$ cat config.mk
export PLATFORM = sky130hd
export DESIGN_NAME = issue_control
export DESIGN_NICKNAME = d
export VERILOG_FILES = /design/src/rtl/issue_pkg.sv /design/src/rtl/branch_hold.sv /design/src/rtl/instr_decode.sv /design/src/rtl/issue_control.sv /design/src/rtl/issue_dispatch.sv /design/src/rtl/operand_resolve.sv
export SDC_FILE = /design/constraint.sdc
export NUM_CORES = 1
export LEC_CHECK = 0
export ABC_CLOCK_PERIOD_IN_PS = 4900
export BUFFER_PORTS_ARGS = -buffer_cell sky130_fd_sc_hd__buf_4
export CAP_MARGIN = 20
export CORE_AREA = 5 5 125 127
export DETAILED_ROUTE_END_ITERATION = 10
export DIE_AREA = 0 0 130 132
export GPL_ROUTABILITY_DRIVEN = 1
export GPL_TIMING_DRIVEN = 0
export SLEW_MARGIN = 20
export SYNTH_ARGS = -nofsm -noshare
export SYNTH_HDL_FRONTEND = slang
export SYNTH_HIERARCHICAL = 1
export SYNTH_SLANG_ARGS = --single-unit
$ cat constraint.sdc
create_clock -name clk -period 4.9 [get_ports clk]
set_input_delay 0.245 -clock clk [delete_from_list [all_inputs] [get_ports clk]]
set_output_delay 0.245 -clock clk [all_outputs]
set_load 0.02 [all_outputs]
$ cat src/rtl/issue_pkg.sv
package issue_pkg;

	localparam int NUM_ALU_STATIONS = 3;

	typedef logic [15:0] word_t;      // Data or address word
	typedef logic [2:0]  reg_idx_t;   // Architectural register number
	typedef logic [2:0]  rob_tag_t;   // ROB entry number
	typedef logic [1:0]  station_id_t; // ALU reservation station number

	typedef enum logic [3:0]
	{
		op_br   = 4'd0,
		op_add  = 4'd1,
		op_ldb  = 4'd2,
		op_stb  = 4'd3,
		op_jsr  = 4'd4,
		op_and  = 4'd5,
		op_ldr  = 4'd6,
		op_str  = 4'd7,
		op_rti  = 4'd8,
		op_not  = 4'd9,
		op_ldi  = 4'd10,
		op_sti  = 4'd11,
		op_jmp  = 4'd12,
		op_shf  = 4'd13,
		op_lea  = 4'd14,
		op_trap = 4'd15
	} opcode_t;

	typedef enum logic [2:0]
	{
		class_alu,
		class_load,
		class_store,
		class_lea,
		class_branch,
		class_none
	} instr_class_t;

	typedef enum logic
	{
		hold_idle,
		hold_squash
	} hold_state_t;

	typedef struct packed
	{
		logic     busy;
		word_t    data;
		rob_tag_t rob_entry; // Producer of the pending value
	} reg_status_t;

	typedef struct packed
	{
		logic     valid;
		rob_tag_t tag;
		word_t    data;
	} cdb_t;

	typedef struct packed
	{
		logic  valid;
		word_t value;
	} rob_lookup_t;

	typedef struct packed
	{
		logic     ready;
		word_t    value; // Zero while waiting
		rob_tag_t tag;
	} operand_t;

	typedef struct packed
	{
		logic        valid;
		opcode_t     op;
		station_id_t station;
		operand_t    j;
		operand_t    k;
		rob_tag_t    dest;
	} rs_issue_t;

	typedef struct packed
	{
		logic     valid;
		opcode_t  op;
		operand_t base;
		operand_t src; // Store data
		word_t    offset;
		rob_tag_t dest;
	} ldst_issue_t;

	typedef struct packed
	{
		logic     valid;
		opcode_t  op;
		reg_idx_t dest;
		word_t    value;
	} rob_write_t;

	typedef struct packed
	{
		logic     valid;
		reg_idx_t dest;
		rob_tag_t rob_entry;
	} reg_claim_t;

	typedef struct packed
	{
		opcode_t      op;
		instr_class_t cls;
		reg_idx_t     dest;
		reg_idx_t     sr1;
		reg_idx_t     sr2;
		logic         imm_sel; // instr[5]
		word_t        sext5;
		word_t        adj6;
		word_t        adj9;
	} decoded_t;

endpackage

$ cat src/rtl/branch_hold.sv
module branch_hold import issue_pkg::*;
(
	input  logic clk,
	input  logic rst,
	input  logic taken_issue,
	output logic squash
);

	hold_state_t state;
	hold_state_t state_next;

	always_comb
	begin
		state_next = state;
		case (state)
			hold_idle:
			begin
				if (taken_issue)
					state_next = hold_squash; // Kill the wrong-path slot
			end
			hold_squash:
				state_next = hold_idle; // Exactly one cycle
			default:
				state_next = hold_idle;
		endcase
	end

	always_ff @(posedge clk)
	begin
		if (rst)
			state <= hold_idle;
		else
			state <= state_next;
	end

	assign squash = (state == hold_squash);

endmodule

$ cat src/rtl/instr_decode.sv
module instr_decode import issue_pkg::*;
(
	input  word_t       instr,
	input  reg_status_t sr1_status,
	input  reg_status_t sr2_status,
	input  reg_status_t dest_status,
	output decoded_t    dec,
	output rob_tag_t    rob_sr1_addr,
	output rob_tag_t    rob_sr2_addr
);

	opcode_t op;

	assign op = opcode_t'(instr[15:12]);

	always_comb
	begin
		dec.op = op;
		dec.dest = instr[11:9];
		dec.sr1 = instr[8:6];
		dec.sr2 = instr[2:0];
		dec.imm_sel = instr[5];
		dec.sext5 = {{11{instr[4]}}, instr[4:0]};
		dec.adj6 = {{9{instr[5]}}, instr[5:0], 1'b0}; // Word offset
		dec.adj9 = {{6{instr[8]}}, instr[8:0], 1'b0};
		case (op)
			op_add, op_and, op_not: dec.cls = class_alu;
			op_ldr: dec.cls = class_load;
			op_str: dec.cls = class_store;
			op_lea: dec.cls = class_lea;
			op_br: dec.cls = class_branch;
			default: dec.cls = class_none; // Consumed without issue
		endcase
	end

	assign rob_sr1_addr = sr1_status.rob_entry;

	// Second read port serves the store data register on STR
	assign rob_sr2_addr = (op == op_str) ? dest_status.rob_entry : sr2_status.rob_entry;

endmodule

$ cat src/rtl/issue_control.sv
module issue_control import issue_pkg::*;
(
	input  logic                         clk,
	input  logic                         rst,
	input  word_t                        instr,
	input  logic                         instr_is_new,
	input  word_t                        curr_pc,
	input  logic                         predict_taken,
	input  cdb_t                         cdb,
	input  logic [NUM_ALU_STATIONS-1:0] alu_rs_busy,
	input  logic                         ldst_full,
	input  logic                         rob_full,
	input  rob_tag_t                     rob_tail,
	input  rob_lookup_t                  rob_sr1,
	input  rob_lookup_t                  rob_sr2,
	input  reg_status_t                  sr1_status,
	input  reg_status_t                  sr2_status,
	input  reg_status_t                  dest_status,
	output rob_tag_t                     rob_sr1_addr,
	output rob_tag_t                     rob_sr2_addr,
	output logic                         stall,
	output logic                         pcmux_sel,
	output word_t                        br_pc,
	output rs_issue_t                    rs_issue,
	output ldst_issue_t                  ldst_issue,
	output rob_write_t                   rob_write,
	output reg_claim_t                   reg_claim
);

	decoded_t dec;
	operand_t sr1_opnd;
	operand_t sr2_opnd;
	operand_t src_opnd;
	logic     squash;
	logic     taken_issue;

	instr_decode decode0
	(
		.instr        (instr),
		.sr1_status   (sr1_status),
		.sr2_status   (sr2_status),
		.dest_status  (dest_status),
		.dec          (dec),
		.rob_sr1_addr (rob_sr1_addr),
		.rob_sr2_addr (rob_sr2_addr)
	);

	operand_resolve resolve_sr1
	(
		.status (sr1_status),
		.cdb    (cdb),
		.rob    (rob_sr1),
		.opnd   (sr1_opnd)
	);

	operand_resolve resolve_sr2
	(
		.status (sr2_status),
		.cdb    (cdb),
		.rob    (rob_sr2),
		.opnd   (sr2_opnd)
	);

	// Store data comes from the dest field and shares ROB port 2
	operand_resolve resolve_src
	(
		.status (dest_status),
		.cdb    (cdb),
		.rob    (rob_sr2),
		.opnd   (src_opnd)
	);

	branch_hold hold0
	(
		.clk         (clk),
		.rst         (rst),
		.taken_issue (taken_issue),
		.squash      (squash)
	);

	issue_dispatch dispatch0
	(
		.dec           (dec),
		.instr_is_new  (instr_is_new),
		.squash        (squash),
		.curr_pc       (curr_pc),
		.predict_taken (predict_taken),
		.sr1_opnd      (sr1_opnd),
		.sr2_opnd      (sr2_opnd),
		.src_opnd      (src_opnd),
		.alu_rs_busy   (alu_rs_busy),
		.ldst_full     (ldst_full),
		.rob_full      (rob_full),
		.rob_tail      (rob_tail),
		.stall         (stall),
		.taken_issue   (taken_issue),
		.pcmux_sel     (pcmux_sel),
		.br_pc         (br_pc),
		.rs_issue      (rs_issue),
		.ldst_issue    (ldst_issue),
		.rob_write     (rob_write),
		.reg_claim     (reg_claim)
	);

endmodule

$ cat src/rtl/issue_dispatch.sv
module issue_dispatch import issue_pkg::*;
(
	input  decoded_t                     dec,
	input  logic                         instr_is_new,
	input  logic                         squash,
	input  word_t                        curr_pc,
	input  logic                         predict_taken,
	input  operand_t                     sr1_opnd,
	input  operand_t                     sr2_opnd,
	input  operand_t                     src_opnd,
	input  logic [NUM_ALU_STATIONS-1:0] alu_rs_busy,
	input  logic                         ldst_full,
	input  logic                         rob_full,
	input  rob_tag_t                     rob_tail,
	output logic                         stall,
	output logic                         taken_issue,
	output logic                         pcmux_sel,
	output word_t                        br_pc,
	output rs_issue_t                    rs_issue,
	output ldst_issue_t                  ldst_issue,
	output rob_write_t                   rob_write,
	output reg_claim_t                   reg_claim
);

	logic        live;
	logic        is_alu;
	logic        is_mem;
	logic        issue;
	station_id_t alu_station;
	word_t       pc_target;
	operand_t    imm_opnd;

	assign live = instr_is_new && !squash;
	assign is_alu = (dec.cls == class_alu);
	assign is_mem = (dec.cls == class_load) || (dec.cls == class_store);

	// Unsupported opcodes never hold up fetch
	assign stall = live && (dec.cls != class_none) &&
		(rob_full || (is_alu && (&alu_rs_busy)) || (is_mem && ldst_full));

	assign issue = live && !stall;

	// Lowest-numbered free station wins
	always_comb
	begin
		alu_station = '0;
		for (int i = NUM_ALU_STATIONS - 1; i >= 0; i--)
		begin
			if (!alu_rs_busy[i])
				alu_station = station_id_t'(i);
		end
	end

	assign pc_target = curr_pc + dec.adj9; // Shared by LEA and BR

	assign imm_opnd.ready = 1'b1;
	assign imm_opnd.value = dec.sext5;
	assign imm_opnd.tag = '0;

	assign taken_issue = issue && (dec.cls == class_branch) && predict_taken;
	assign pcmux_sel = taken_issue;
	assign br_pc = taken_issue ? pc_target : '0;

	always_comb
	begin
		rs_issue = '0;
		ldst_issue = '0;
		rob_write = '0;
		reg_claim = '0;
		if (issue && (dec.cls != class_none))
		begin
			rob_write.valid = 1'b1;
			rob_write.op = dec.op;
			rob_write.dest = dec.dest;
			case (dec.cls)
				class_alu:
				begin
					rs_issue.valid = 1'b1;
					rs_issue.op = dec.op;
					rs_issue.station = alu_station;
					rs_issue.j = sr1_opnd;
					rs_issue.k = dec.imm_sel ? imm_opnd : sr2_opnd;
					rs_issue.dest = rob_tail;
					reg_claim.valid = 1'b1;
				end
				class_load:
				begin
					ldst_issue.valid = 1'b1;
					ldst_issue.op = dec.op;
					ldst_issue.base = sr1_opnd;
					ldst_issue.offset = dec.adj6;
					ldst_issue.dest = rob_tail;
					reg_claim.valid = 1'b1;
				end
				class_store:
				begin
					ldst_issue.valid = 1'b1;
					ldst_issue.op = dec.op;
					ldst_issue.base = sr1_opnd;
					ldst_issue.src = src_opnd;
					ldst_issue.offset = dec.adj6;
					rob_write.dest = '0; // Stores have no register result
				end
				class_lea:
				begin
					rob_write.value = pc_target;
					reg_claim.valid = 1'b1;
				end
				class_branch:
					rob_write.value = predict_taken ? curr_pc : pc_target; // Recovery PC
				default:
					rob_write.value = '0;
			endcase
			if (reg_claim.valid)
			begin
				reg_claim.dest = dec.dest;
				reg_claim.rob_entry = rob_tail;
			end
		end
	end

endmodule

$ cat src/rtl/operand_resolve.sv
module operand_resolve import issue_pkg::*;
(
	input  reg_status_t status,
	input  cdb_t        cdb,
	input  rob_lookup_t rob,
	output operand_t    opnd
);

	logic cdb_hit;

	assign cdb_hit = cdb.valid && (cdb.tag == status.rob_entry);

	always_comb
	begin
		opnd.ready = 1'b1;
		opnd.tag = '0;
		if (!status.busy)
			opnd.value = status.data; // Register file holds it
		else if (cdb_hit)
			opnd.value = cdb.data; // Broadcast this cycle
		else if (rob.valid)
			opnd.value = rob.value; // Finished but not retired
		else
		begin
			// Still in flight, wait on the producer tag
			opnd.ready = 1'b0;
			opnd.value = '0;
			opnd.tag = status.rob_entry;
		end
	end

endmodule

# == After elaboration in Yosys (flattened, before gate mapping) ==
# Index checks and enable logic that the tools add are counted.
# word_totals
latchBits,0
mem_count,0
regBits,1
in_bits,158
ramBits,0
wordCells,89
rom_bits,0
output_inout_bits,169
# classes
div,0
n_reduce_logical,23
n_eq_ne,14
shift,0
n_bitwise,1
n_addsub,1
n_mux,49
n_lt_le_gt_ge,0
multipliers,0
# ops
operator,n
$mux W16,11
$mux W50,2
$mux W64,1
$mux W20,2
$mux W3,12
$pmux W16 S2,1
$mux W25,1
$mux W24,1
$add A16 B16 Y16,1
$pmux W3 S5,1
$eq A4 B3 Y1 const B,3
$logic_and A1 B1 Y1,12
$mux W1,11
$eq A3 B3 Y1,3
$eq A4 B4 Y1 const B,2
$mux W7,1
$eq A3 B2 Y1 const B,2
$mux W2,3
$mux W6,1
$reduce_or A3 Y1,2
$eq A4 B1 Y1 const B,1
$logic_not A4 Y1,1
$eq A3 B1 Y1 const B,1
$eq A3 B3 Y1 const B,1
other kinds (8),11

# == Longest topological paths before layout ==
# Gate-level depths: netlist of the first run.
# logic_depth
ltp_word,14
depth_mapped,12
mapped_depth_nobuf,10

# == Cells and area by module ==
# Netlist of the first run, hierarchy kept.
# modules_own_cells
module,cells_each,instances,area_per_inst_um2
issue_dispatch,352,1,2250.9
operand_resolve,54,3,400.4
instr_decode,78,1,600.6
branch_hold,2,1,32.5

# == Least setup slack after synthesis of the first run ==
# OpenSTA, ideal clock, no wires.
# synth_path
kind,input port to output port
startpoint,in instr[15]
endpoint,out rob_write[14] (netlist bit)
required_ps,4655
arrival_time_ps,2546
path_slack_ps,2109
cell_stages,8
cell_sequence,nor2b_1 -> o32a_1 -> buf_6 -> xor2_1 -> a31o_1 -> or3_1 -> clkbuf_1 -> nor4_1
# synth_lines
item,line,source
from (decl),issue_control.sv:5,"input word_t instr,"
to (decl),issue_control.sv:26,"output rob_write_t rob_write,"

==> results of run 1 <==
## per-layer routing
metal  part of all wire, %  vias to the layer above
met5                     0                        -
met4                   2.0                        0
met3                   9.5                       30
met2                    52                      238
met1                    37                     2563
li1                      -                     2713
## worst paths after layout
kind                                start                       to  slack, ns  cells after the start
setup reg to reg  hold0/squash$_SDFF_PP0_  hold0/squash$_SDFF_PP0_       2.75                      9
hold reg to reg   hold0/squash$_SDFF_PP0_  hold0/squash$_SDFF_PP0_       0.42                      1
hold / removal                        rst  hold0/squash$_SDFF_PP0_       0.41                      2
setup / recovery                instr[15]              rs_issue[3]       1.73                     12
## report_power, final
group	switching (W)	internal, W	leakage [nW]
sequential	0.0000000299	0.00000836	0.00806
clock	0	0	0
combinational	0.000260	0.000254	3.77
## layout make-up
type                       count  share of cell area, %
buffer                       104                   10.6
inverter                      19                   1.15
multi-input combinational    465                   49.0
sequential                     1                  0.302
tap                          184                   3.48
timing repair buffer         313                   35.5
## critical path: stages
cell	delay (ns)
buf_4	0.13
nor2b_1	0.12
o32a_1	0.29
buf_6	0.14
xor2_1	0.21
a31o_1	0.31
nor3_4	0.34
nand2b_2	0.11
or3_1	0.34
buf_6	0.15
nor3b_1	0.31
buf_4	0.22
## stage by stage
stage	hold slack (ns)	worst slack, ns
floorplan	0.316	2.11
CTS	0.412	1.73
finish	0.411	1.73
detailed placement	0.411	1.74
global route	0.420	1.55
global placement	0.411	1.74
==> qor.yml, run 1 <==
outcome: "complete, no violations"
cts_resized: 0
seq_area_um2: 20.0
drv_slew: 0
max-cap-violations: 0
grt_pass1_vias: 5551
grt_pass1_wl_mm: 31.8
avgSynthCellArea_um2: 6.87
min_path_type: "primary input to register"
drc: 0
mostFrequentLayoutCells: "buf_4, and3_1, and2_1"
port_buffers: 313
yosys_warnings: 6
core_um2: 14300
startpoint_type: "primary input"
netlist_area_um2: 4040
netlist_instances: 588
wl_per_cell_um: 20.0
critPathArrivalTime_ns: 2.93
relSlewSlack_pct: 45.8
drt_iter0_drc: 317
drtPass1Iterations: 5
die_w_um: 130
fp-row-count: 44
finalSetupViolCount: 0
period_needed_ns: 3.17
antenna_left: 0
grtUsageMet2_pct: 43.7
viasPerCell: 5.10
diodes: 0
multi_input_area_um2: 3240
wl_mm: 21.7
fmax_mhz: 315
clk_pin_slew_ns: 0
leakage_nw: 3.78
cts.hold.buffers_added: 0
final_common_cell: "buf_4"
n_fill_cell: 1565
io_pins: 327
stdcell_count: 1086
final_area_um2: 6620
power_w: 0.000523
crit_required_ns: 4.66
worstSkewPairLatency_ns: 0
post-place-cells: 1086
gr-usage-all-layers_pct: 23.3
path_max_fanout: 8
fin_setup_tns_ns: 0
grt_max_degree: 15
fin_util_pct: 46.3
crit_type: "primary input to primary output"
end_kind: "primary output"
overflow: 0
period_share_pct: 64.8
final_nets: 1078
postCtsSetupRepairBufs: 0
die-area_um2: 17200
grtUsageMet1_pct: 25.5
fin_skew_ns: 0
peakVddDrop_mv: 0.0323
placed_cell_area_um2: 6620
vias: 5544
place.gp.congestion: 0.890
use_met3_pct: 7.41
place_hpwl_mm: 18.7
layout-drive-gt1-share_pct: 46.0
antenna_found_initial: 0
initial_core_util_pct: 28.2
largest_reg_flops: 1
die_y_um: 132
power.density_nw_per_um2: 78.9
tightest_slew_ns: 0.813
finalHoldViolations: 0
rsz0062_at_grt: "no"
grt-busiest-layer: "met2"
syn_to_final_growth_pct: 64.0
Power figures use the tool's default switching activity.
==> inputs of run 2 (changes only) <==
--- a/config.mk
+++ b/config.mk
@@ -5,12 +5,12 @@
 export SDC_FILE = /design/constraint.sdc
 export NUM_CORES = 1
 export LEC_CHECK = 0
-export ABC_CLOCK_PERIOD_IN_PS = 4900
+export ABC_CLOCK_PERIOD_IN_PS = 3140
 export BUFFER_PORTS_ARGS = -buffer_cell sky130_fd_sc_hd__buf_4
 export CAP_MARGIN = 20
-export CORE_AREA = 5 5 125 127
+export CORE_AREA = 5 5 122 124
 export DETAILED_ROUTE_END_ITERATION = 10
-export DIE_AREA = 0 0 130 132
+export DIE_AREA = 0 0 127 129
 export GPL_ROUTABILITY_DRIVEN = 1
 export GPL_TIMING_DRIVEN = 0
 export SLEW_MARGIN = 20
==> constraint.sdc (replaced) <==
create_clock -name clk -period 3.14 [get_ports clk]
set_input_delay 0.157 -clock clk [delete_from_list [all_inputs] [get_ports clk]]
set_output_delay 0.157 -clock clk [all_outputs]
set_load 0.02 [all_outputs]
==> run 2 against run 1 <==
Hold slack worse by 0.082 ns. Flip-flop and latch count unchanged. Cell count shrank 0.18%. Total power is 57% higher. Utilization up 2.3 points. Via count increased by 4.1%. First-iteration DRC count is 27% higher. Register-to-register slack worse by 1.8 ns. Critical endpoint is now rob_write[10].
==> qor.yml, run 2 (synthesis results as in run 1) <==
outcome: "complete, no violations"
drc: 0  # unchanged
critPathBufInv: 6  # +2
drv_slew: 0  # unchanged
wl_per_cell_um: 20.8  # +4.4%
max_stage_delay_ns: 0.39  # +0.05 ns
r2r-end: "hold0/squash$_SDFF_PP0_"
power.density_nw_per_um2: 124  # +57%
gr-usage-all-layers_pct: 25.5  # +2.2 points
ff2ff_path_depth: 9  # unchanged
crit_required_ns: 2.98  # -1.68 ns
worstSkewPairLatency_ns: 0  # unchanged
leakage_nw: 3.79  # +0.29%
cts_resized: 0  # unchanged
relSlewSlack_pct: 50.2  # +4.4 points
core_um2: 13700  # -4.5%
min_path_type: "primary input to register"
port_buffers: 313  # unchanged
fmax_mhz: 335
final_common_cell: "buf_4"
grt_pass1_wl_mm: 33.3  # +4.5%
initial_core_util_pct: 29.6  # +1.3 points
worstHoldStart: "rst"
cts.hold.buffers_added: 0  # unchanged
grt_max_degree: 15  # unchanged
overflow: 0  # unchanged
place_hpwl_mm: 19.6  # +4.9%
crit_type: "primary input to primary output"
io_pins: 327  # unchanged
finalSetupViolCount: 0  # unchanged
min_path_cells: 2  # unchanged
max-cap-violations: 0  # unchanged
critPathArrivalTime_ns: 2.83  # -0.10 ns
clk_pin_slew_ns: 0  # unchanged
viasPerCell: 5.32  # +4.3%
die_y_um: 129  # -2.3%
die-area_um2: 16400  # -4.5%
rsz0062_at_grt: "no"
drt_iter0_drc: 403  # +27%
grt_pass1_vias: 5769  # +3.9%
tightest_slew_ns: 0.746  # -0.0664 ns
fin_setup_tns_ns: 0  # unchanged
wl_mm: 22.6  # +4.2%
path_max_fanout: 11  # +3
largest_reg_flops: 1  # unchanged
end_kind: "primary output"
die_w_um: 127  # -2.3%
mostFrequentLayoutCells: "buf_4, and3_1, and2_1"
hold-path-endpoint: "hold0/squash$_SDFF_PP0_"
fp-row-count: 43  # -2.3%
drtPass1Iterations: 5  # unchanged
layout-drive-gt1-share_pct: 46.1  # +0.12 points
finalHoldViolations: 0  # unchanged
antenna_found_initial: 0  # unchanged
period_needed_ns: 2.99
diodes: 0  # unchanged
startpoint_type: "primary input"
place.gp.congestion: 0.965  # +8.4%
syn_to_final_growth_pct: 64.2
period_share_pct: 95.1
final_nets: 1080  # +0.19%
antenna_left: 0  # unchanged
vias: 5770  # +4.1%
critical-path-top-delay-family: "buffers and inverters"
crit_slowest_cell: "or3_1"
fin_skew_ns: 0  # unchanged
r2r-start: "hold0/squash$_SDFF_PP0_"
fin_util_pct: 48.5  # +2.3 points
rrSetupSlack_ns: 0.98  # -1.77 ns
crit_path_cell_trace: "buf_4, nor2b_1, o32a_1, buf_6, xor2_1, a31o_1, or3_1, inv_2, nand2_1, inv_2, buf_2, nand2_1, o21ai_0, buf_4"
peakVddDrop_mv: 0.0432  # +34%
## run 2: worst max path at each step
| stage | start | cells past startpoint | slack [ns] | to |
|---|---|---|---|---|
| floorplan | instr[15] | 8 | 0.52 | rob_write[14] |
| global placement | instr[15] | 14 | 0.08 | rs_issue[34] |
| detailed placement | instr[15] | 14 | 0.07 | rs_issue[34] |
| CTS | instr[15] | 14 | 0.06 | rs_issue[34] |
| global route | instr[15] | 14 | 0.002 | rob_write[10] |
| finish | instr[15] | 14 | 0.15 | rob_write[10] |
## run 2: layer usage
layer  vias to the layer above  wire length, um  global-route usage, %
met5                         -                0                      0
met4                         0              410                   3.85
met3                        26             2270                   7.80
met2                       272            11400                   47.1
met1                      2759             8560                   29.4
li1                       2713                -                      -
## run 2: power breakdown
| group | internal, W | switching (W) | total, W |
|---|---|---|---|
| clock | 0 | 0 | 0 |
| sequential | 0.0000130 | 0.0000000508 | 0.0000131 |
| combinational | 0.000399 | 0.000409 | 0.000808 |
## run 2: cell type report
| type | instances | area [um^2] |
|---|---|---|
| Fill cell | 1428 | 7030 |
| Inverter | 19 | 76.3 |
| Buffer | 104 | 704 |
| Timing Repair Buffer | 315 | 2360 |
| Sequential cell | 1 | 20.0 |
| Tap cell | 180 | 225 |
| Multi-Input combinational cell | 465 | 3240 |
## run 2: per-stage QoR
stage / cells / power [W] / hold slack [ns] / instance area, um^2 / setup slack, ns
2_1_floorplan: 589 / 0.000474 / 0.228 / 4040 / 0.525
6_report: 1084 / 0.000821 / 0.329 / 6630 / 0.152
4_1_cts: 1082 / 0.000813 / 0.331 / 6620 / 0.0600
3_5_place_dp: 1082 / 0.000811 / 0.329 / 6620 / 0.0746
3_3_place_gp: 1082 / 0.000798 / 0.323 / 6620 / 0.0825
5_1_grt: 1084 / 0.000887 / 0.335 / 6630 / 0.00158
## run 2: timing repair
action	in CTS	in global routing
setup endpoints to repair	0	33
setup buffers	0	2
endpoints found under the hold margin	0	0
==> inputs of run 3 (changes only) <==
--- a/config.mk
+++ b/config.mk
@@ -6,11 +6,11 @@
 export NUM_CORES = 1
 export LEC_CHECK = 0
 export ABC_CLOCK_PERIOD_IN_PS = 3140
-export BUFFER_PORTS_ARGS = -buffer_cell sky130_fd_sc_hd__buf_4
 export CAP_MARGIN = 20
-export CORE_AREA = 5 5 122 124
+export CORE_AREA = 5 5 124 126
 export DETAILED_ROUTE_END_ITERATION = 10
-export DIE_AREA = 0 0 127 129
+export DIE_AREA = 0 0 129 131
+export DONT_BUFFER_PORTS = 1
 export GPL_ROUTABILITY_DRIVEN = 1
 export GPL_TIMING_DRIVEN = 0
 export SLEW_MARGIN = 20
==> run 3 against run 2 <==
Die area increased by 3.1%. Total power decreased by 28%. Register-to-register slack got worse by 0.04 ns. Critical path depth decreased by 6. Setup slack got worse by 0.028 ns. Hold slack got worse by 0.10 ns. Global-route usage decreased by 4.3 points. Sequential share of layout area increased by 0.16 points. Sequential power about the same. Cell area decreased by 35%. Combinational power decreased by 28%. Critical endpoint is now rob_write[14]. Highest routed layer unchanged.
==> qor.yml, run 3 (synthesis results as in run 1) <==
fp-row-count: 44  # +2.3%
placed_cell_area_um2: 4270  # -35%
rsz0062_at_grt: "no"
final_area_um2: 4300  # -35%
path_max_fanout: 10  # -1
port_buffers: 0  # -100%
intPower_w: 0.000258  # -37%
mostFrequentLayoutCells: "and3_1, buf_4, and2_1"
fin_util_pct: 30.3  # -18 points
peakVddDrop_mv: 0.0505  # +17%
fin_setup_tns_ns: 0  # unchanged
final_nets: 768  # -29%
critical-path-top-delay-family: "simple AND/OR/NAND/NOR gates"
max-cap-violations: 0  # unchanged
tightest_slew_ns: 0.985  # +0.239 ns
antenna_left: 0  # unchanged
drc: 0  # unchanged
die_y_um: 131  # +1.6%
period_share_pct: 96.0  # +0.89 points
wl_per_cell_um: 25.4  # +22%
syn_to_final_growth_pct: 6.47
grt_pass1_vias: 4435  # -23%
grt_pass1_wl_mm: 27.8  # -17%
relSlewSlack_pct: 33.7  # -17 points
clk_pin_slew_ns: 0  # unchanged
antenna_found_initial: 0  # unchanged
crit_path_cell_trace: "nor2b_1, o32a_1, buf_6, xor2_1, a31o_1, or3_1, clkbuf_1, nor4_1"
largest_reg_flops: 1  # unchanged
crit_type: "primary input to primary output"
period_needed_ns: 3.02  # +0.0279 ns
vias: 4548  # -21%
core_um2: 14200  # +3.9%
dp_slack_ns: 0.0908  # +0.0162 ns
place.gp.congestion: 0.942  # -2.4%
end_kind: "primary output"
max_stage_delay_ns: 0.92  # +0.53 ns
wl_mm: 19.7  # -13%
diodes: 0  # unchanged
seqPwrFrac_pct: 2.2  # +0.6 points
grt_max_degree: 15  # unchanged
power.density_nw_per_um2: 138  # +12%
worstSkewPairLatency_ns: 0  # unchanged
drv_slew: 0  # unchanged
fmax_mhz: 332  # -0.93%
outcome: "complete, no violations"
leakage_nw: 2.19  # -42%
clkPwrFrac_pct: 0  # unchanged
io_pins: 327  # unchanged
die-area_um2: 16900  # +3.1%
drt_iter0_drc: 275  # -32%
n_fill_cell: 1605  # +12%
crit_required_ns: 2.98  # about the same
overflow: 0  # unchanged
gr-usage-all-layers_pct: 21.2  # -4.3 points
critPathBufInv: 2  # -4
switching_share_pct: 56.5  # +6.7 points
pwr-share-comb_pct: 97.8  # -0.6 points
finalSetupViolCount: 0  # unchanged
viasPerCell: 5.86  # +10%
layout-drive-gt1-share_pct: 17.9  # -28 points
setup_ws_ns: 0.124  # -0.0279 ns
finalHoldViolations: 0  # unchanged
place_hpwl_mm: 16.7  # -15%
die_w_um: 129  # +1.6%
fin_skew_ns: 0  # unchanged
critPathArrivalTime_ns: 2.86  # +0.03 ns
min_path_type: "primary input to register"
crit_slowest_cell: "nor4_1"
final_common_cell: "and3_1"
startpoint_type: "primary input"
switching_power_w: 0.000336  # -18%
initial_core_util_pct: 28.4  # -1.1 points
drtPass1Iterations: 7  # +2
==> run 3: changes by cell type in the layout (fill, tap and decap cells not counted) <==
cell	delta
buf_4	-312
nor3b_1	-1
nor3b_2	+1
==> run 3: area by class of cell <==
cell class                 count  area (um^2)  area share (%)
buffer                       104          704            16.4
inverter                      19         76.3            1.77
multi-input combinational    465         3250            75.5
sequential                     1         20.0           0.465
tap                          184          230            5.35
timing repair buffer           3         22.5           0.524
==> run 3: per-stage QoR <==
| step | std cells | power (W) | hold WS, ns |
|---|---|---|---|
| after floorplan | 589 | 0.000474 | 0.228 |
| final | 776 | 0.000594 | 0.229 |
| after detailed placement | 773 | 0.000585 | 0.230 |
| after CTS | 773 | 0.000586 | 0.230 |
| after global routing | 776 | 0.000646 | 0.231 |
| after global placement | 773 | 0.000580 | 0.230 |
==> run 3: final timing paths <==
kind | start | end | slack [ns] | depth (start not counted)
setup / recovery | instr[15] | rob_write[14] | 0.12 | 8
hold / removal | rst | hold0/squash$_SDFF_PP0_ | 0.23 | 1
setup reg to reg | hold0/squash$_SDFF_PP0_ | hold0/squash$_SDFF_PP0_ | 0.94 | 9
hold reg to reg | hold0/squash$_SDFF_PP0_ | hold0/squash$_SDFF_PP0_ | 0.42 | 1
==> run 3: repair_timing <==
item                                    4_1_cts  5_1_grt
resized for setup                             0        1
hold buffers                                  0        0
setup buffers                                 0        3
endpoints found under the setup margin        0       32
==> run 3: layer usage <==
metal  vias to the layer above  global-route usage (%)  part of all wire (%)
li1                       2104                       -                     -
met5                         -                       0                     0
met1                      2150                    25.0                    37
met4                         0                    3.34                   1.9
met3                        29                    3.90                   9.4
met2                       265                    40.4                    52
==> run 3: power by group through the flow <==
| stage | Combinational [W] | Sequential (W) | Clock, W |
|---|---|---|---|
| 2_1_floorplan | 0.000461 | 0.0000131 | 0 |
| 3_3_place_gp | 0.000567 | 0.0000131 | 0 |
| 3_5_place_dp | 0.000571 | 0.0000131 | 0 |
| 4_1_cts | 0.000573 | 0.0000131 | 0 |
| 5_1_grt | 0.000633 | 0.0000131 | 0 |
| 6_report | 0.000581 | 0.0000131 | 0 |
